[src/common/backend_defines.svh]
`ifndef BACKEND_DEFINES_SVH
`define BACKEND_DEFINES_SVH

// Architectural register file size seen by the instruction set
`define ARCH_REGS 16

// Physical register pool shared by the rename maps and free list
`define PHYS_REGS 32

// Entries in each of the ALU, LSU and MDU issue queues
`define IQ_DEPTH 4

// In-flight instructions tracked between dispatch and commit
`define ROB_DEPTH 8

`endif
[src/common/BackendPkg.sv]
`include "backend_defines.svh"

package BackendPkg;

    // Architectural destination index
    typedef logic [$clog2(`ARCH_REGS)-1:0] archReg_t;

    // Physical register tag handed out by the free list
    typedef logic [$clog2(`PHYS_REGS)-1:0] physReg_t;

    // Slot in the reorder buffer
    typedef logic [$clog2(`ROB_DEPTH)-1:0] robIdx_t;

    // Instruction word as it arrives from the front end
    // Class in [15:14], destination in [13:10], payload below
    typedef logic [15:0] rawInst_t;

    // Opaque part of the instruction carried through to issue
    typedef logic [9:0] payload_t;

    // Class code 3 has no unit of its own and decodes as ALU
    typedef enum logic [1:0] {
        UnitAlu = 2'd0,
        UnitLsu = 2'd1,
        UnitMdu = 2'd2
    } unitClass_t;

endpackage

[src/DecodeStage.sv]
`timescale 1ns/100ps

module DecodeStage (
    input  logic                   clk,
    input  logic                   rstN,
    input  logic                   instValid,
    input  BackendPkg::rawInst_t   inst,
    input  logic                   pause,
    input  logic                   flush,
    output logic                   instReady,
    output logic                   decValid,
    output BackendPkg::unitClass_t decClass,
    output BackendPkg::archReg_t   decDest,
    output BackendPkg::payload_t   decPayload
);
    import BackendPkg::*;

    unitClass_t instClass;
    logic       load;

    always_comb begin
        case (inst[15:14])
            2'd1:    instClass = UnitLsu;
            2'd2:    instClass = UnitMdu;
            default: instClass = UnitAlu;
        endcase
    end

    // The register frees up whenever it is empty or its content dispatches this cycle
    // Nothing is taken in while a flush is pending, so no accepted word is dropped
    assign instReady = (!decValid || !pause) && !flush;
    assign load      = instValid && instReady;

    always_ff @(posedge clk or negedge rstN) begin
        if (!rstN) begin
            decValid <= 1'b0;
        end else if (flush) begin
            decValid <= 1'b0;
        end else if (instReady) begin
            decValid <= instValid;
        end
    end

    always_ff @(posedge clk) begin
        if (load) begin
            decClass   <= instClass;
            decDest    <= archReg_t'(inst[13:10]);
            decPayload <= payload_t'(inst[9:0]);
        end
    end

endmodule

[config.mk]
export PLATFORM = sky130hd
export DESIGN_NAME = DecodeStage
export DESIGN_NICKNAME = d
export VERILOG_FILES = /design/src/common/BackendPkg.sv /design/src/DecodeStage.sv
export VERILOG_INCLUDE_DIRS = /design/src /design/src/common
export SDC_FILE = /design/constraint.sdc
export NUM_CORES = 1
export LEC_CHECK = 0
export BUFFER_PORTS_ARGS = -buffer_cell sky130_fd_sc_hd__buf_2
export CORE_MARGIN = 4
export CORE_UTILIZATION = 37
export DETAILED_ROUTE_END_ITERATION = 6
export PLACE_DENSITY = 0.84
export SETUP_SLACK_MARGIN = 0.02
export SYNTH_ARGS = -nofsm -noshare
export SYNTH_HDL_FRONTEND = slang
export SYNTH_SLANG_ARGS = --single-unit
[constraint.sdc]
create_clock -name clk -period 1.61 [get_ports clk]
set_input_delay 0.483 -clock clk [delete_from_list [all_inputs] [get_ports clk]]
set_output_delay 0.483 -clock clk [all_outputs]
set_load 0.005 [all_outputs]
==> run_results.csv <==
group,metric,value,unit
outcome,status,"complete, no violations",
global_routing,grt_antenna_before_repair,0,
critical_path,end_kind,"primary output",
route,drt_iter0_drc,5,
synth,synth_xor_area_frac,0,
floorplanning,pin_count,39,
sta,finalHoldViolations,0,
sta,fin_ws,0.182,ns
synth,seq_area_frac_synth,0.933,
power_and_ir_drop,combPwrFrac,0.085,
synth,synth_top_family_by_area,"simple AND/OR/NAND/NOR gates",
power_and_ir_drop,total_leakage_power,0.000353,uW
synth,avgSynthCellArea,23.6,um^2
critical_path,path_class,"reg2out",
power_and_ir_drop,switching_share,0.192,
sta,fin_crit_sh,0.887,
clock_tree,clkSinkCount,17,
critical_path,reg2reg_slack,0.44,ns
flow_run,cap_violations,0,
power_and_ir_drop,p_clk_frac,0.271,
clock_tree,cts_buffer_depth,2,
floorplanning,die_area,0.00214,mm^2
synth,synth_nets,44,
critical_path,worstPathArrival,0.95,ns
power_and_ir_drop,p_sw,153,uW
synth,synthCells,23,
critical_path,rr_startpoint,"decValid",
clock_tree,cts-root-buf,"clkbuf_4",
critical_path,cp_max_fo,3,
floorplanning,core,0.00133,mm^2
placement,pre_cts_slack,0.254,ns
synth,netlist-cell-type-count,7,
floorplanning,initial_core_util,0.406,
power_and_ir_drop,powerDensity,984,mW/mm^2
final_layout,final_layout_size_suffix_gt1_frac,0.642,
critical_path,critPathLaunchType,"flip-flop",
route,wl_per_cell,13.0,um
sta,tns,0,ns
final_layout,fin_nets,89,
clock_tree,clk_latency,0.28,ns
route,num_vias,357,
clock_tree,cts_setup_buffers,0,
sta,drv_slew,0,
clock_tree,cts_tree,"done",
power_and_ir_drop,power.share.sequential,0.644,
synth,synth_compound_area_frac,0.0254,
final_layout,insertedDiodeCount,0,
global_routing,grt_pass1_vias,365,
synth,ys_warn_count,0,
clock_tree,htreeDepth,1,
critical_path,reg2reg_depth,3,
route,antenna_left,0,
hold_path,hp-class,"in2reg",
floorplanning,std_cell_rows,13,
power_and_ir_drop,vdd_drop_max,0.575,mV
hold_path,min_from,"flush",
placement,gp_congestion,0.639,
synth,yosys.area_share.simple,0.0416,
power_and_ir_drop,intPower,641,uW
sta,relSlewSlack,0.925,
sta,fmax,700,MHz
critical_path,required,1.13,ns
placement,port_buffers,38,
synth,synth_fa_ha_area_frac,0,
clock_tree,clk_pin_slew,0.09,ns
global_routing,grt_usage,0.102,
sta,fin_skew,0.00653,ns
route,drt_pass1_iterations,3,
hold_path,min_path_cells,2,
sta,rsz0062_at_grt,"no",
floorplanning,die_h,46.3,um
sta,layout_min_cycle_time,1.43,ns
hold_path,min_to,"decValid",
route,routed_wl,1060,um
sta,worst_pin_slew,0.112,ns
synth,mappedNetlistArea,542,um^2
final_layout,area_growth,49.0,%
synth,ys_ff_latch,17,
global_routing,grt_max_degree,17,
floorplanning,die_x,46.3,um
global_routing,grt_pass1_wl,1460,um
synth,synthMuxAreaShare,0,
global_routing,grt_overflow,0,
route,drc,0,
route,avgViaCountPerCell,4.35,
critical_path,reg2reg_to,"decDest[3]",
clock_tree,cts_buffers,3,
sta,setup_viol,0,
==> Yosys cell counts <==
library cell / number / area (um^2)
dfrtp_1: 1 / 25.0
nor2_1: 1 / 3.75
a21oi_1: 1 / 5.00
edfxtp_1: 16 / 480
nor2b_1: 2 / 12.5
and2_1: 1 / 6.26
a21oi_2: 1 / 8.76
==> cell families (layout without fill, tap and decap cells) <==
| group | Yosys count | count (layout) |
|---|---|---|
| DFF | 17 | 17 |
| and+or+nand+nor | 4 | 4 |
| AOI/OAI and AO/OA | 2 | 2 |
| buffers and inverters | 0 | 44 |
==> critical path, cell delays in order, from the launching register on <==
cell,delay (ns)
dfrtp_1,0.41
a21oi_2,0.13
buf_2,0.12
==> state kept, by name, indices dropped and copies added (netlist names) <==
signal,cells
decValid,1
decDest,4
decPayload,10
decClass,2
==> final cells by class <==
type	count	area, um^2
clock buffer	4	26.3
fill	114	527
multi-input combinational	6	36.3
sequential	17	505
tap	15	18.8
timing repair buffer	40	220
==> cell usage in the layout (no fill, tap or decap), drive strengths merged <==
| cell type | count |
|---|---|
| nor2 | 1 |
| buf | 39 |
| and2 | 1 |
| a21oi | 2 |
| dfrtp | 1 |
| nor2b | 2 |
| edfxtp | 16 |
| clkbuf | 4 |
| dlygate4sd3 | 1 |
==> per-layer routing <==
layer,vias to the layer above,GRT usage,part of all wire
li1,177,-,-
met1,148,0.104,0.35
met2,32,0.170,0.44
met3,0,0.0508,0.21
met4,0,0.0511,0
met5,-,0,0
==> power groups by stage <==
| stage | clock network (uW) | registers (uW) | logic [uW] |
|---|---|---|---|
| final | 215 | 511 | 67.8 |
| after global routing | 243 | 513 | 75.4 |
| after CTS | 226 | 511 | 69.3 |
| after detailed placement | 0 | 522 | 67.3 |
| after global placement | 0 | 521 | 65.8 |
| after floorplan | 0 | 524 | 11.5 |
==> how the worst max path moves through the flow <==
stage             start       endpoint  slack (ns)  cells after the start
3_5_place_dp      pause  decPayload[4]        0.25                      4
5_1_grt        decValid      instReady        0.10                      2
3_3_place_gp      pause     decDest[0]        0.27                      4
2_1_floorplan     pause    decClass[0]        0.14                      2
6_report       decValid      instReady        0.18                      2
4_1_cts        decValid      instReady        0.17                      2
==> metrics by stage <==
step	hold slack [ns]	util	cells	power, uW	cell area, um^2
3_3_place_gp	0.258	0.578	77	587	771
2_1_floorplan	0.187	-	23	536	542
5_1_grt	0.353	0.605	82	831	807
3_5_place_dp	0.259	0.578	77	589	771
6_report	0.368	0.605	82	794	807
4_1_cts	0.360	0.605	82	806	807
==> repair_timing <==
action,CTS,global route
endpoints found under the hold margin,1,0
hold buffers,1,0
resized for setup,0,0
endpoints found under the setup margin,0,0
Power figures use the tool's default switching activity.
