===== config.mk =====
export PLATFORM = sky130hd
export DESIGN_NAME = ReorderBuffer
export DESIGN_NICKNAME = d
export VERILOG_FILES = /design/src/common/BackendPkg.sv /design/src/ReorderBuffer.sv
export VERILOG_INCLUDE_DIRS = /design/src /design/src/common
export SDC_FILE = /design/constraint.sdc
export NUM_CORES = 1
export LEC_CHECK = 0
export BUFFER_PORTS_ARGS = -buffer_cell sky130_fd_sc_hd__buf_2
export CORE_UTILIZATION = 50
export DETAILED_ROUTE_END_ITERATION = 7
export MAX_ROUTING_LAYER = met4
export PLACE_DENSITY = 0.68
export SYNTH_ARGS = -nofsm -noshare
export SYNTH_HDL_FRONTEND = slang
export SYNTH_SLANG_ARGS = --single-unit

===== constraint.sdc =====
create_clock -name clk -period 7.3 [get_ports clk]
set_input_delay 0.365 -clock clk [delete_from_list [all_inputs] [get_ports clk]]
set_output_delay 0.365 -clock clk [all_outputs]
set_load 0.1 [all_outputs]

===== src/common/backend_defines.svh =====
`ifndef BACKEND_DEFINES_SVH
`define BACKEND_DEFINES_SVH

// Architectural register file size seen by the instruction set
`define ARCH_REGS 16

// Physical register pool shared by the rename maps and free list
`define PHYS_REGS 32

// Entries in each of the ALU, LSU and MDU issue queues
`define IQ_DEPTH 4

// In-flight instructions tracked between dispatch and commit
`define ROB_DEPTH 8

`endif

===== src/common/BackendPkg.sv =====
`include "backend_defines.svh"

package BackendPkg;

    // Architectural destination index
    typedef logic [$clog2(`ARCH_REGS)-1:0] archReg_t;

    // Physical register tag handed out by the free list
    typedef logic [$clog2(`PHYS_REGS)-1:0] physReg_t;

    // Slot in the reorder buffer
    typedef logic [$clog2(`ROB_DEPTH)-1:0] robIdx_t;

    // Instruction word as it arrives from the front end
    // Class in [15:14], destination in [13:10], payload below
    typedef logic [15:0] rawInst_t;

    // Opaque part of the instruction carried through to issue
    typedef logic [9:0] payload_t;

    // Class code 3 has no unit of its own and decodes as ALU
    typedef enum logic [1:0] {
        UnitAlu = 2'd0,
        UnitLsu = 2'd1,
        UnitMdu = 2'd2
    } unitClass_t;

endpackage


===== src/ReorderBuffer.sv =====
`timescale 1ns/100ps
`include "backend_defines.svh"

module ReorderBuffer (
    input  logic                 clk,
    input  logic                 rstN,
    input  logic                 push,
    input  BackendPkg::archReg_t pushDest,
    input  BackendPkg::physReg_t pushTag,
    input  BackendPkg::physReg_t pushOld,
    input  logic                 flush,
    input  logic                 commitReady,
    output logic                 pauseReq,
    output BackendPkg::robIdx_t  pushIdx,
    output logic                 commitValid,
    output BackendPkg::archReg_t commitDest,
    output BackendPkg::physReg_t commitTag,
    output BackendPkg::physReg_t freeTag
);
    import BackendPkg::*;

    localparam int Depth = `ROB_DEPTH;

    archReg_t                destMem [Depth];
    physReg_t                tagMem  [Depth];
    physReg_t                oldMem  [Depth];
    robIdx_t                 head;
    robIdx_t                 tail;
    logic [$clog2(Depth):0]  count;
    logic                    pop;

    assign pauseReq    = (count == Depth);
    assign pushIdx     = tail;
    assign commitValid = (count != '0);
    assign pop         = commitValid && commitReady;

    assign commitDest = destMem[head];
    assign commitTag  = tagMem[head];
    assign freeTag    = oldMem[head];

    always_ff @(posedge clk or negedge rstN) begin
        if (!rstN) begin
            head  <= '0;
            tail  <= '0;
            count <= '0;
        end else if (flush) begin
            head  <= '0;
            tail  <= '0;
            count <= '0;
        end else begin
            if (push) begin
                tail <= tail + 1'b1;
            end
            if (pop) begin
                head <= head + 1'b1;
            end
            case ({push, pop})
                2'b10:   count <= count + 1'b1;
                2'b01:   count <= count - 1'b1;
                default: count <= count;
            endcase
        end
    end

    always_ff @(posedge clk) begin
        if (push && !flush) begin
            destMem[tail] <= pushDest;
            tagMem[tail]  <= pushTag;
            oldMem[tail]  <= pushOld;
        end
    end

endmodule


==> summary.md <==
| Metric | Value |
|---|---|
| Worst hold-check slack | `0.124 ns` |
| Main synth FF type | `sky130_fd_sc_hd__edfxtp_1` |
| Data arrival time of the critical path | `2.76 ns` |
| Clock tree root buffer cell | `sky130_fd_sc_hd__clkbuf_8` |
| Max_slew headroom | `approximately a third` |
| Fraction of synthesis flops using an asynchronous set or reset pin | `8.20%` |
| Number of standard-cell rows in the floorplan | `35` |
| Switching power of the nets | `0.699 mW` |
| Main combinational cell family by area after synthesis | `multiplexers` |
| Total internal power | `1.43 mW` |
| Avg Synthesized Cell Area | `20.8 um^2` |
| Fin cells | `426` |
| Die area | `around 10000 um^2` |
| Final Net Count | `approximately 310` |
| Overall fraction of global-route tracks in use | `between 10% and 20%` |
| Mapped Area | `4880 um^2` |
| Peak ir drop on the vdd network | `0.000273 V` |
| Number of setup violations in the final report | `0` |
| Maximum Capacitance Violations | `0` |
| DP HPWL | `4570 um` |
| Number of buffers added by the clock tree synthesis step | `17` |
| Filler cell count in the final layout | `about 660` |
| EDFF count, synth | `112` |
| Number of antenna violations at the first check in global routing | `0` |
| Fraction of power consumed by sequential logic | `39.3%` |
| Multiplexer share of the synthesized area | `17.0%` |
| Total global routing overflow | `0` |
| Antenna Violating Nets Remaining | `0` |
| Via count of the first global-routing pass | `2307` |
| Maximum root-to-sink buffer count | `2` |
| Cell count after synthesis | `234` |
| Simple-gate area share of the yosys netlist | `4.34%` |
| Clock edge transition at the registers on the reported setup and hold paths | `0.06 ns` |
| Fin. max-slew vios | `0` |
| Most repeated cell in the gate-level netlist after synthesis | `sky130_fd_sc_hd__edfxtp_1` |
| Detailed-router iteration count before antenna repair | `4` |
| Final weighted congestion in routability-driven placement | `0.741` |
| Time the worst path needs with I/O delays and setup | `~3.1 ns` |
| Worst clock skew | `just over 0.009 ns` |
| Least-Margin Pin Slew | `between 1 and 1.5 ns` |
| Upper clock frequency limit | `~0.32 GHz` |
| Cell leakage power | `between 1.5 and 2 nW` |
| 1st-iter DRT viols | `~140` |
| Part of the Yosys area used for sequential elements | `about three quarters` |
| Post-DR vias/cell | `5.42` |
| Number of synthesis warnings | `0` |
| WL/cell | `just under 20 um` |
| Horizontal extent of the die | `101 um` |
| Top cells by area, synth | `sky130_fd_sc_hd__edfxtp_1 69%, sky130_fd_sc_hd__mux4_2 13%, sky130_fd_sc_hd__dfrtp_1 5.1%, sky130_fd_sc_hd__mux2_2 3.2%, sky130_fd_sc_hd__nor2_1 1.2%` |
| Switching share of total power | `32.9%` |
| Largest net degree at the start of global routing | `31` |
| Initial cell density of the core | `52.3%` |
| Power share of the combinational group | `between 20 and 25%` |
| Type of origin of the critical path | `flop` |
| Drc violations | `0` |
| Biggest area consumer among synthesized cells | `sky130_fd_sc_hd__edfxtp_1` |
| Path type of the worst setup path | `reg -> out` |
| Hold WC Path Type | `in -> reg` |
| Ratio of cells with drive above 1 in the final layout | `42.8%` |
| Total wire length after detailed routing | `approximately 8300 um` |
| DIE HEIGHT | `101 um` |
| Post-synthesis adder-cell area fraction | `1.03%` |
| Maximum fanout encountered on the critical timing path | `30` |
| Nets in the synthesized netlist | `257` |
| Leading cell types by count after synthesis | `112 x sky130_fd_sc_hd__edfxtp_1, 28 x sky130_fd_sc_hd__mux4_2, 15 x sky130_fd_sc_hd__nor2_1` |
| Required time of the critical path | `approximately 7 ns` |
| TritonCTS clock tree | `done` |
| # Post-CTS Setup Buffers | `0` |
| Share of the synthesized area in compound gates (AO/OA/AOI/OAI) | `around 1.0%` |
| I/O pin count | `38` |
| Clock network fraction of design power | `37.8%` |
| Final hold violation count | `0` |
| Clock insertion delay at the later pin of the skew report | `a little over 0.5 ns` |
| # port buffers | `37` |
| Vias | `2308` |
| Number of antenna repair diodes | `0` |
| Share of Yosys cell area claimed by the top area cell type | `roughly 70%` |
| Number of distinct library cells after synthesis | `32` |
| Inst Count DP | `393` |
| Outcome | `finished clean` |
| Power per standard cell area | `around 370 nW/um^2` |
| Setup tns final | `0 ns` |
| CTS H-tree depth | `4` |
| Unrepaired setup endpoints after global routing | `false` |
| Category of the worst setup path capture point | `primary output` |
| # clock sinks | `between 100 and 150` |
| Core region area | `9330 um^2` |
| Wire length of the first global-routing pass | `13200 um` |
| Area grow syn2layout | `19.0%` |
| Fin crit share | `42.9%` |
| Post-synthesis register bit count | `roughly 120` |
| Xor and xnor area share after synthesis | `1.26%` |
## flip-flops by register name, indices dropped and copies added, names as in the netlist
register and count:
count 4, oldMem 40, pushIdx 3, destMem 32, tagMem 40, head 3
## critical path: stages, from the launching register on
cell and delay [ns]:
sky130_fd_sc_hd__dfrtp_2 1.04, sky130_fd_sc_hd__mux4_2 0.60, sky130_fd_sc_hd__mux2_2 0.30, sky130_fd_sc_hd__buf_2 0.30
## power groups by stage
stage	Clock (mW)	Combinational [mW]	Sequential, mW
2_1_floorplan	0	0.445	0.824
3_3_place_gp	0	0.486	0.850
3_5_place_dp	0	0.489	0.852
4_1_cts	0.818	0.491	0.838
5_1_grt	0.848	0.515	0.844
6_report	0.804	0.487	0.837
## cell usage in the layout (no fill, tap or decap), types with 2 or more instances in the layout
master,netlist,final
sky130_fd_sc_hd__nand2b_1,2,2
sky130_fd_sc_hd__mux2i_1,3,3
sky130_fd_sc_hd__mux4_2,28,28
sky130_fd_sc_hd__buf_2,4,37
sky130_fd_sc_hd__clkinv_4,0,2
sky130_fd_sc_hd__nor2_2,0,5
sky130_fd_sc_hd__clkbuf_16,0,16
sky130_fd_sc_hd__xnor2_1,3,3
sky130_fd_sc_hd__edfxtp_1,112,112
sky130_fd_sc_hd__nand2_1,5,5
sky130_fd_sc_hd__nor3_2,1,3
sky130_fd_sc_hd__bufinv_16,0,2
sky130_fd_sc_hd__or3b_2,2,2
sky130_fd_sc_hd__nand4b_1,2,2
sky130_fd_sc_hd__nor2_1,15,10
sky130_fd_sc_hd__buf_4,2,4
sky130_fd_sc_hd__dfrtp_1,10,9
sky130_fd_sc_hd__and2_1,2,2
sky130_fd_sc_hd__a21oi_1,2,2
sky130_fd_sc_hd__mux2_2,14,14
sky130_fd_sc_hd__clkinvlp_4,0,3
sky130_fd_sc_hd__xor2_1,4,4
sky130_fd_sc_hd__ha_1,4,4
sky130_fd_sc_hd__inv_6,0,5
## cell type report
| cell class | instances | area (um^2) | area share (%) |
|---|---|---|---|
| Sequential cell | 122 | 3610 | 62.3 |
| Clock inverter | 15 | 164 | 2.82 |
| Tap cell | 129 | 161 | 2.78 |
| Clock buffer | 17 | 414 | 7.14 |
| Multi-Input combinational cell | 101 | 1220 | 21.1 |
| Timing Repair Buffer | 42 | 225 | 3.88 |
## path summary, 6_finish.rpt
| check | startpoint | to | slack [ns] | cells after the start |
|---|---|---|---|---|
| max reg2reg | count[1] | count[3] | 4.71 | 7 |
| max in group asynchronous | rstN | head[0] | 6.82 | 2 |
| max | head[0] | commitDest[2] | 4.17 | 3 |
| min | pushDest[0] | destMem[3][0] | 0.12 | 1 |
| min reg2reg | pushIdx[0] | pushIdx[0] | 0.63 | 2 |
| min in group asynchronous | rstN | head[2] | 0.27 | 2 |
## kinds of logic after synthesis
kind of cell               after synthesis
AOI/OAI and AO/OA                        5
xor gates and xnor gates                 7
adders and majority gates                4
buffers and inverters                   11
DFF                                    122
muxes                                   46
and+or+nand+nor                         39
## per-stage QoR
stage          power, mW  util, %  setup WS (ns)  area, um^2
3_5_place_dp        1.34     55.9           4.67        5220
6_report            2.13     62.2           4.17        5800
4_1_cts             2.15     62.2           4.11        5800
3_3_place_gp        1.34     55.9           4.68        5220
5_1_grt             2.21     62.2           4.01        5800
2_1_floorplan       1.27        -           3.30        4880
## timing repair
item	in CTS	in global routing
hold endpoints to repair	10	0
hold buffers	1	0
resized for setup	0	0
## per-layer routing
layer  track usage [%]  vias to the layer above  wire [um]
met3              5.27                       13        327
li1                  -                     1060          -
met2              29.3                       51       4170
met5                 -                        -          0
met4              7.92                        0        143
met1              25.3                     1184       3710
No activity file was read; power rests on OpenSTA's default activity.
