<file path="src/common/backend_defines.svh">
`ifndef BACKEND_DEFINES_SVH
`define BACKEND_DEFINES_SVH

// Architectural register file size seen by the instruction set
`define ARCH_REGS 16

// Physical register pool shared by the rename maps and free list
`define PHYS_REGS 32

// Entries in each of the ALU, LSU and MDU issue queues
`define IQ_DEPTH 4

// In-flight instructions tracked between dispatch and commit
`define ROB_DEPTH 8

`endif
</file>
<file path="src/common/BackendPkg.sv">
`include "backend_defines.svh"

package BackendPkg;

    // Architectural destination index
    typedef logic [$clog2(`ARCH_REGS)-1:0] archReg_t;

    // Physical register tag handed out by the free list
    typedef logic [$clog2(`PHYS_REGS)-1:0] physReg_t;

    // Slot in the reorder buffer
    typedef logic [$clog2(`ROB_DEPTH)-1:0] robIdx_t;

    // Instruction word as it arrives from the front end
    // Class in [15:14], destination in [13:10], payload below
    typedef logic [15:0] rawInst_t;

    // Opaque part of the instruction carried through to issue
    typedef logic [9:0] payload_t;

    // Class code 3 has no unit of its own and decodes as ALU
    typedef enum logic [1:0] {
        UnitAlu = 2'd0,
        UnitLsu = 2'd1,
        UnitMdu = 2'd2
    } unitClass_t;

endpackage

</file>
<file path="src/dispatch/IssueQueue.sv">
`timescale 1ns/100ps
`include "backend_defines.svh"

module IssueQueue #(
    parameter int Depth = `IQ_DEPTH
) (
    input  logic                 clk,
    input  logic                 rstN,
    input  logic                 push,
    input  BackendPkg::physReg_t pushTag,
    input  BackendPkg::payload_t pushPayload,
    input  BackendPkg::robIdx_t  pushRob,
    input  logic                 flush,
    input  logic                 outReady,
    output logic                 ready,
    output logic                 outValid,
    output BackendPkg::physReg_t outTag,
    output BackendPkg::payload_t outPayload,
    output BackendPkg::robIdx_t  outRob
);
    import BackendPkg::*;

    localparam int PtrW = (Depth > 1) ? $clog2(Depth) : 1;

    physReg_t               tagMem     [Depth];
    payload_t               payloadMem [Depth];
    robIdx_t                robMem     [Depth];
    logic [PtrW-1:0]        head;
    logic [PtrW-1:0]        tail;
    logic [$clog2(Depth):0] count;
    logic                   pop;

    assign ready    = (count != Depth);
    assign outValid = (count != '0);
    assign pop      = outValid && outReady;

    assign outTag     = tagMem[head];
    assign outPayload = payloadMem[head];
    assign outRob     = robMem[head];

    always_ff @(posedge clk or negedge rstN) begin
        if (!rstN) begin
            head  <= '0;
            tail  <= '0;
            count <= '0;
        end else if (flush) begin
            head  <= '0;
            tail  <= '0;
            count <= '0;
        end else begin
            if (push) begin
                tail <= (tail == PtrW'(Depth - 1)) ? '0 : tail + 1'b1;
            end
            if (pop) begin
                head <= (head == PtrW'(Depth - 1)) ? '0 : head + 1'b1;
            end
            case ({push, pop})
                2'b10:   count <= count + 1'b1;
                2'b01:   count <= count - 1'b1;
                default: count <= count;
            endcase
        end
    end

    always_ff @(posedge clk) begin
        if (push && !flush) begin
            tagMem[tail]     <= pushTag;
            payloadMem[tail] <= pushPayload;
            robMem[tail]     <= pushRob;
        end
    end

endmodule

</file>
<file path="config.mk">
export PLATFORM = sky130hd
export DESIGN_NAME = IssueQueue
export DESIGN_NICKNAME = d
export VERILOG_FILES = /design/src/common/BackendPkg.sv /design/src/dispatch/IssueQueue.sv
export VERILOG_INCLUDE_DIRS = /design/src /design/src/common
export SDC_FILE = /design/constraint.sdc
export NUM_CORES = 1
export LEC_CHECK = 0
export BUFFER_PORTS_ARGS = -buffer_cell sky130_fd_sc_hd__buf_2
export CAP_MARGIN = 40
export CORE_UTILIZATION = 50
export CTS_CLUSTER_DIAMETER = 120
export DETAILED_ROUTE_END_ITERATION = 12
export GPL_TIMING_DRIVEN = 0
export PLACE_DENSITY = 0.81
export SLEW_MARGIN = 15
export SYNTH_ARGS = -nofsm -noshare
export SYNTH_HDL_FRONTEND = slang
export SYNTH_SLANG_ARGS = --single-unit
export TNS_END_PERCENT = 1
</file>
<file path="constraint.sdc">
create_clock -name clk -period 6 [get_ports clk]
set_clock_uncertainty 0.2 [all_clocks]
set_input_delay 0.3 -clock clk [delete_from_list [all_inputs] [get_ports clk]]
set_output_delay 0.3 -clock clk [all_outputs]
set_load 0.01 [all_outputs]
</file>
==> results of run 1 <==
==> cell usage after synthesis (2+ instances only) <==
master | n | area [µm²]
sky130_fd_sc_hd__dfrtp_1 | 7 | 175.2
sky130_fd_sc_hd__inv_1 | 3 | 11.26
sky130_fd_sc_hd__buf_2 | 6 | 30.03
sky130_fd_sc_hd__edfxtp_1 | 72 | 2162
sky130_fd_sc_hd__nor2b_1 | 2 | 12.51
sky130_fd_sc_hd__nand4_1 | 4 | 25.02
sky130_fd_sc_hd__nand2_1 | 3 | 11.26
sky130_fd_sc_hd__ha_1 | 5 | 62.56
sky130_fd_sc_hd__nor2_1 | 9 | 33.78
sky130_fd_sc_hd__and2_1 | 4 | 25.02
sky130_fd_sc_hd__mux4_2 | 18 | 405.4
sky130_fd_sc_hd__xnor2_1 | 2 | 17.52
sky130_fd_sc_hd__mux2i_1 | 3 | 30.03
==> timing repair <==
action                    4_1_cts  5_1_grt
hold endpoints to repair       79        0
hold buffers                   19        0
gates resized for setup         0        0
==> through the flow <==
stage                 util  setup WS [ps]  hold WS [ps]  cell area [µm²]  power [W]
floorplan                -           3744        -195.6             3124  0.0008578
global placement    0.5714           3617        -55.13             3423  0.0009414
detailed placement  0.5815           3556        -52.03             3483  0.0009504
CTS                 0.6454           3532         32.33             3866   0.001335
global route        0.6454           3385         36.20             3866   0.001391
finish              0.6454           3532         51.21             3866   0.001322
==> where the power goes <==
group	switching [W]	internal, W	leakage (nW)
Combinational	0.000142	0.000151	0.544
Clock	0.000171	0.000204	0.0976
Sequential	0.0000266	0.000627	0.748
Total	0.000340	0.000983	1.39
==> worst paths after layout <==
kind,cells after the start,slack [ps],start,end
max in group asynchronous,2,5290,rstN,tail[1]
worst max-delay path,6,3530,count[2],count[1]
worst min register to register,2,400,tail[1],tail[1]
worst max register to register,6,3530,count[2],count[1]
worst min-delay path,2,50,flush,head[0]
min in group asynchronous,2,140,rstN,count[2]
==> worst reg2reg max path, delay by kind of cell, from the launching register on <==
family / cells / cell delay (ps)
compound gates: 3 / 830
fa+ha+maj: 1 / 490
flops: 1 / 460
simple gates: 2 / 360
==> sequential cells by signal, summed over array words and instances, names as in the netlist <==
| register | flops |
|---|---|
| tagMem | 20 |
| tail | 2 |
| head | 2 |
| robMem | 12 |
| count | 3 |
| payloadMem | 40 |
==> logic make-up (layout without fill, tap and decap cells) <==
group           after synthesis  count (layout)  share of synthesized area
buf+inv                       9              89                    0.01322
simple gates                 28              28                    0.05086
xor+xnor                      2               2                   0.005608
mux                          21              21                     0.1394
fa+ha+maj                     6               6                    0.02643
flops                        79              79                     0.7481
compound gates                5               5                    0.01642
==> layout by cell type, fill, tap and decap left out, drive strengths merged, types with 4 or more instances in the layout <==
cell type and count:
ha 5, buf 51, clkbuf 13, nor2 9
dlygate4sd3 19, and2 4, mux4 18, edfxtp 72
dfrtp 7, nand4 4
==> routing by layer <==
layer	global-route usage	vias to the layer above	routed length, µm
li1	-	758	-
met1	0.2034	807	2136
met2	0.3134	50	2782
met3	0.05730	3	233
met4	0.07500	0	32
met5	0	-	0
==> layout make-up <==
class | count | share of cell area
buffer | 6 | 0.007767
clock buffer | 13 | 0.03851
clock inverter | 3 | 0.01133
inverter | 3 | 0.002913
multi-input combinational | 62 | 0.1929
sequential | 79 | 0.6045
tap | 75 | 0.02427
timing repair buffer | 64 | 0.1178
==> metrics.log, run 1 <==
[metrics] die extent in x: 81.05 µm
[metrics] Worst path slowest cell: sky130_fd_sc_hd__fa_1
[metrics] syn_nets: 179
[metrics] critical path type: reg -> reg
[metrics] total via count in the routed design: 1,618
[metrics] post-synthesis async set-or-reset flop share: 0.08861
[metrics] placer's final routability congestion estimate: 0.7109
[metrics] Cell Pwr Density: 341.9 mW/mm²
[metrics] Mapped Area: 0.003124 mm²
[metrics] clock insertion delay at the later pin of the skew report: 330 ps
[metrics] number of global-route vias before repair: 1,714
[metrics] share of the cycle needed by the critical path after routing: 0.4113
[metrics] count of yosys warnings during synthesis: 0
[metrics] die area: 0.006568 mm²
[metrics] data required time of the critical path: 6000 ps
[metrics] remaining routing DRC violations: 0
[metrics] leakage power: 1.390 nW
[metrics] result of the run: completed
[metrics] type of destination of the critical path: flop
[metrics] number of instances in the placed design: 270
[metrics] per-cell via count in the routed design: 5.305
[metrics] largest net degree at the start of global routing: 17
[metrics] std cell rows: 28
[metrics] CP Launch Type: flop
[metrics] mean area per synthesized cell: 20.83 µm²
[metrics] antenna violations before repair: 0
[metrics] kind of cell with the highest combined delay on the critical path: compound AO/OA/AOI/OAI gates
[metrics] Max FO, Critical Path: 8
[metrics] clock tree root buffer cell: sky130_fd_sc_hd__clkbuf_8
[metrics] number of sinks driven by the clock tree: 79
[metrics] EDFF count, synth: 72
[metrics] global-route congestion overflow total: 0
[metrics] initial standard-cell utilization of the core: 0.5215
[metrics] TritonCTS clock tree: built
[metrics] Filler Cells Inserted: 405
[metrics] number of nets with antenna violations after routing: 0
[metrics] Most used DFF post-synth: sky130_fd_sc_hd__edfxtp_1
[metrics] share of final-layout standard cells stronger than drive strength 1: 0.3696
[metrics] unrepaired setup endpoints after global routing: no
[metrics] Largest stage delay, worst path: 490 ps
[metrics] DPL Wire Length: 3.339 mm
[metrics] Cell Count, Final, Fillers Out: 305
[metrics] Total GRT Usage: 0.1799
[metrics] count of unique library cells instantiated by Yosys: 25
[metrics] hold crit path type: in -> reg
[metrics] clk slew on worst S/H paths: 70 ps
[metrics] f_max: 0.4052 GHz
[metrics] Final #Nets: 254
[metrics] Max-Slew Margin vs Limit: 0.7248
[metrics] post-CTS setup buffer count: 0
[metrics] core region area: 0.005991 mm²
[metrics] height of the chip: 81.05 µm
[metrics] H-tree depth reported by CTS: 3
[metrics] total CTS buffers: 9
[metrics] Register Area: 0.002337 mm²
[metrics] First DRT Iteration DRCs: 69
[metrics] count of final setup violators: 0
[metrics] slew at the pin closest to its max-slew limit: 412.8 ps
[metrics] count of input and output buffers: 41
[metrics] maximum number of buffers from clock root to sink: 2
[metrics] Cell Chain, Critical Path: o31ai_4, nor2_1, fa_1, and4bb_2, a311oi_1, o211ai_1
[metrics] global-route wire length before repair: 8.121 mm
[metrics] Gate Count Post-Synth: 150
[metrics] Final Slew Violations: 0
[metrics] detail-routed net length per standard cell: 17.00 µm
[metrics] final critical-path required period: 2468 ps
[metrics] antenna diode instance count: 0
[metrics] share of the yosys chip area belonging to registers: 0.7481
[metrics] worst endpoint data arrival time: 2470 ps
[metrics] count of boundary I/O pins: 43
[metrics] number of violations of the max-capacitance limit: 0
[metrics] detailed-routing iteration count for the pre-antenna-repair pass: 5
[metrics] #FFs+latches synth: 79
[metrics] WP buf/inv: 0
[metrics] number of hold violations in the final report: 0
[metrics] Area growth syn-to-layout: 23.75%
[metrics] area used by multi-input combinational logic: 745.7 µm²
[metrics] setup TNS after final layout: 0 ps
[metrics] post-detailed-routing wire length: 5.185 mm
[metrics] maximum vdd ir drop: 168.1 µV
Note: power is estimated with default switching activity, not from simulation.
==> run 2: changes to the inputs <==
clock period = 2.34 ns   (was 6 ns; I/O delays follow)
==> metrics.log, run 2 (synthesized netlist as in run 1, its figures left out) <==
[metrics] clock insertion delay at the later pin of the skew report: 330 ps
[metrics] share of final-layout standard cells stronger than drive strength 1: 0.3975
[metrics] global-route congestion overflow total: 0
[metrics] unrepaired setup endpoints after global routing: no
[metrics] maximum vdd ir drop: 482.9 µV
[metrics] die area: 0.006568 mm²
[metrics] total via count in the routed design: 1,647
[metrics] Total GRT Usage: 0.1801
[metrics] Final Slew Violations: 0
[metrics] final critical-path required period: 2273 ps
[metrics] HP Start: pushPayload[8]
[metrics] height of the chip: 81.05 µm
[metrics] largest registers: payloadMem x40, tagMem x20, robMem x12
[metrics] per-cell via count in the routed design: 5.245
[metrics] count of boundary I/O pins: 43
[metrics] Final #Nets: 263
[metrics] Filler Cells Inserted: 402
[metrics] slew at the pin closest to its max-slew limit: 357.7 ps
[metrics] Area growth syn-to-layout: 26.63%
[metrics] number of instances in the placed design: 270
[metrics] result of the run: completed
[metrics] total CTS buffers: 9
[metrics] count of final setup violators: 0
[metrics] placer's final routability congestion estimate: 0.7109
[metrics] number of global-route vias before repair: 1,723
[metrics] reg-to-reg critical path startpoint: count[2]
[metrics] post-detailed-routing wire length: 5.308 mm
[metrics] core region area: 0.005991 mm²
[metrics] Register Area: 0.002341 mm²
[metrics] data required time of the critical path: 2340 ps
[metrics] clk slew on worst S/H paths: 70 ps
[metrics] worst path setup slack after routing: 66.74 ps
[metrics] most frequent cells in the layout: sky130_fd_sc_hd__edfxtp_1, sky130_fd_sc_hd__buf_2, sky130_fd_sc_hd__dlygate4sd3_1
[metrics] f_max: 0.4399 GHz
[metrics] setup TNS after final layout: 0 ps
[metrics] DPL Wire Length: 3.339 mm
[metrics] global-route wire length before repair: 8.121 mm
[metrics] Max FO, Critical Path: 5
[metrics] Cell Count, Final, Fillers Out: 314
[metrics] TritonCTS clock tree: built
[metrics] Top reg by flops: payloadMem
[metrics] detail-routed net length per standard cell: 16.90 µm
[metrics] number of sinks driven by the clock tree: 79
[metrics] maximum number of buffers from clock root to sink: 2
[metrics] clock tree root buffer cell: sky130_fd_sc_hd__clkbuf_8
[metrics] number of hold violations in the final report: 0
[metrics] remaining routing DRC violations: 0
[metrics] worst endpoint data arrival time: 2270 ps
[metrics] CP Launch Type: flop
[metrics] antenna diode instance count: 0
[metrics] number of nets with antenna violations after routing: 0
[metrics] critical path type: reg -> reg
[metrics] Max-Slew Margin vs Limit: 0.7608
[metrics] type of destination of the critical path: flop
[metrics] die extent in x: 81.05 µm
[metrics] initial standard-cell utilization of the core: 0.5215
[metrics] Cell Pwr Density: 878.7 mW/mm²
[metrics] Critical path origin: count[2]
[metrics] share of the cycle needed by the critical path after routing: 0.9715
[metrics] area used by multi-input combinational logic: 754.5 µm²
[metrics] post-detailed-placement cell area: 0.003483 mm²
[metrics] leakage power: 1.428 nW
[metrics] First DRT Iteration DRCs: 83
[metrics] H-tree depth reported by CTS: 3
[metrics] detailed-routing iteration count for the pre-antenna-repair pass: 4
[metrics] std cell rows: 28
[metrics] most common cell after layout, fill and taps aside: sky130_fd_sc_hd__edfxtp_1
[metrics] number of violations of the max-capacitance limit: 0
[metrics] worst slack at placement: -104.3 ps
[metrics] antenna violations before repair: 0
[metrics] Register-to-Register Setup Slack: 70 ps
[metrics] Layout Cell Area excl Fill: 0.003956 mm²
[metrics] largest net degree at the start of global routing: 17
[metrics] count of input and output buffers: 41
[metrics] max reg flops: 40
[metrics] hold crit path type: in -> reg
run 2: changes by cell type in the layout (fill, tap and decap cells not counted), sizes merged:
cell         change
buf              +5
dlygate4sd3      +4
run 2: metrics by stage:
stage | util | total power (W) | hold WS [ps]
2_1_floorplan | - | 0.002200 | -378.6
3_5_place_dp | 0.5815 | 0.002437 | -235.0
5_1_grt | 0.6604 | 0.003656 | 314.8
3_3_place_gp | 0.5714 | 0.002414 | -238.1
4_1_cts | 0.6533 | 0.003439 | 311.3
6_report | 0.6604 | 0.003477 | 330.8
run 2: final cells by class:
class / instances / share of cell area
buffer: 6 / 0.007590
clock buffer: 13 / 0.03763
clock inverter: 3 / 0.01107
inverter: 3 / 0.002846
multi-input combinational: 62 / 0.1907
sequential: 79 / 0.5917
tap: 75 / 0.02372
timing repair buffer: 73 / 0.1347
run 2: power by group:
group	total [W]	internal, W	switching [W]
Sequential	0.00168	0.00161	0.0000649
Clock	0.000959	0.000524	0.000436
Combinational	0.000839	0.000450	0.000389
Total	0.00348	0.00259	0.000890
run 2: path summary, 6_finish.rpt:
path	endpoint	cells past startpoint
min in group asynchronous	count[2]	3
min reg2reg	tail[1]	2
max	count[1]	6
min	payloadMem[0][8]	2
max reg2reg	count[1]	6
max in group asynchronous	count[1]	3
run 2: timing repair:
action / 4_1_cts / 5_1_grt
hold buffers: 23 / 0
cloned: 0 / 0
resized for setup: 0 / 5
setup endpoints to repair: 2 / 1
setup buffers: 1 / 4
endpoints found under the hold margin: 86 / 0
pin swaps: 1 / 3
run 2: metal layers:
layer | GRT usage | routed length (µm)
met4 | 0.07500 | 32
met2 | 0.3151 | 2877
met5 | 0 | 0
met3 | 0.05506 | 228
met1 | 0.2042 | 2169
run 2: critical path: stages, from the launching register on:
cell	delay (ps)
sky130_fd_sc_hd__dfrtp_2	450
sky130_fd_sc_hd__o31ai_4	290
sky130_fd_sc_hd__nor2_2	70
sky130_fd_sc_hd__fa_1	520
sky130_fd_sc_hd__and4bb_2	260
sky130_fd_sc_hd__a311oi_2	230
sky130_fd_sc_hd__o211ai_1	120
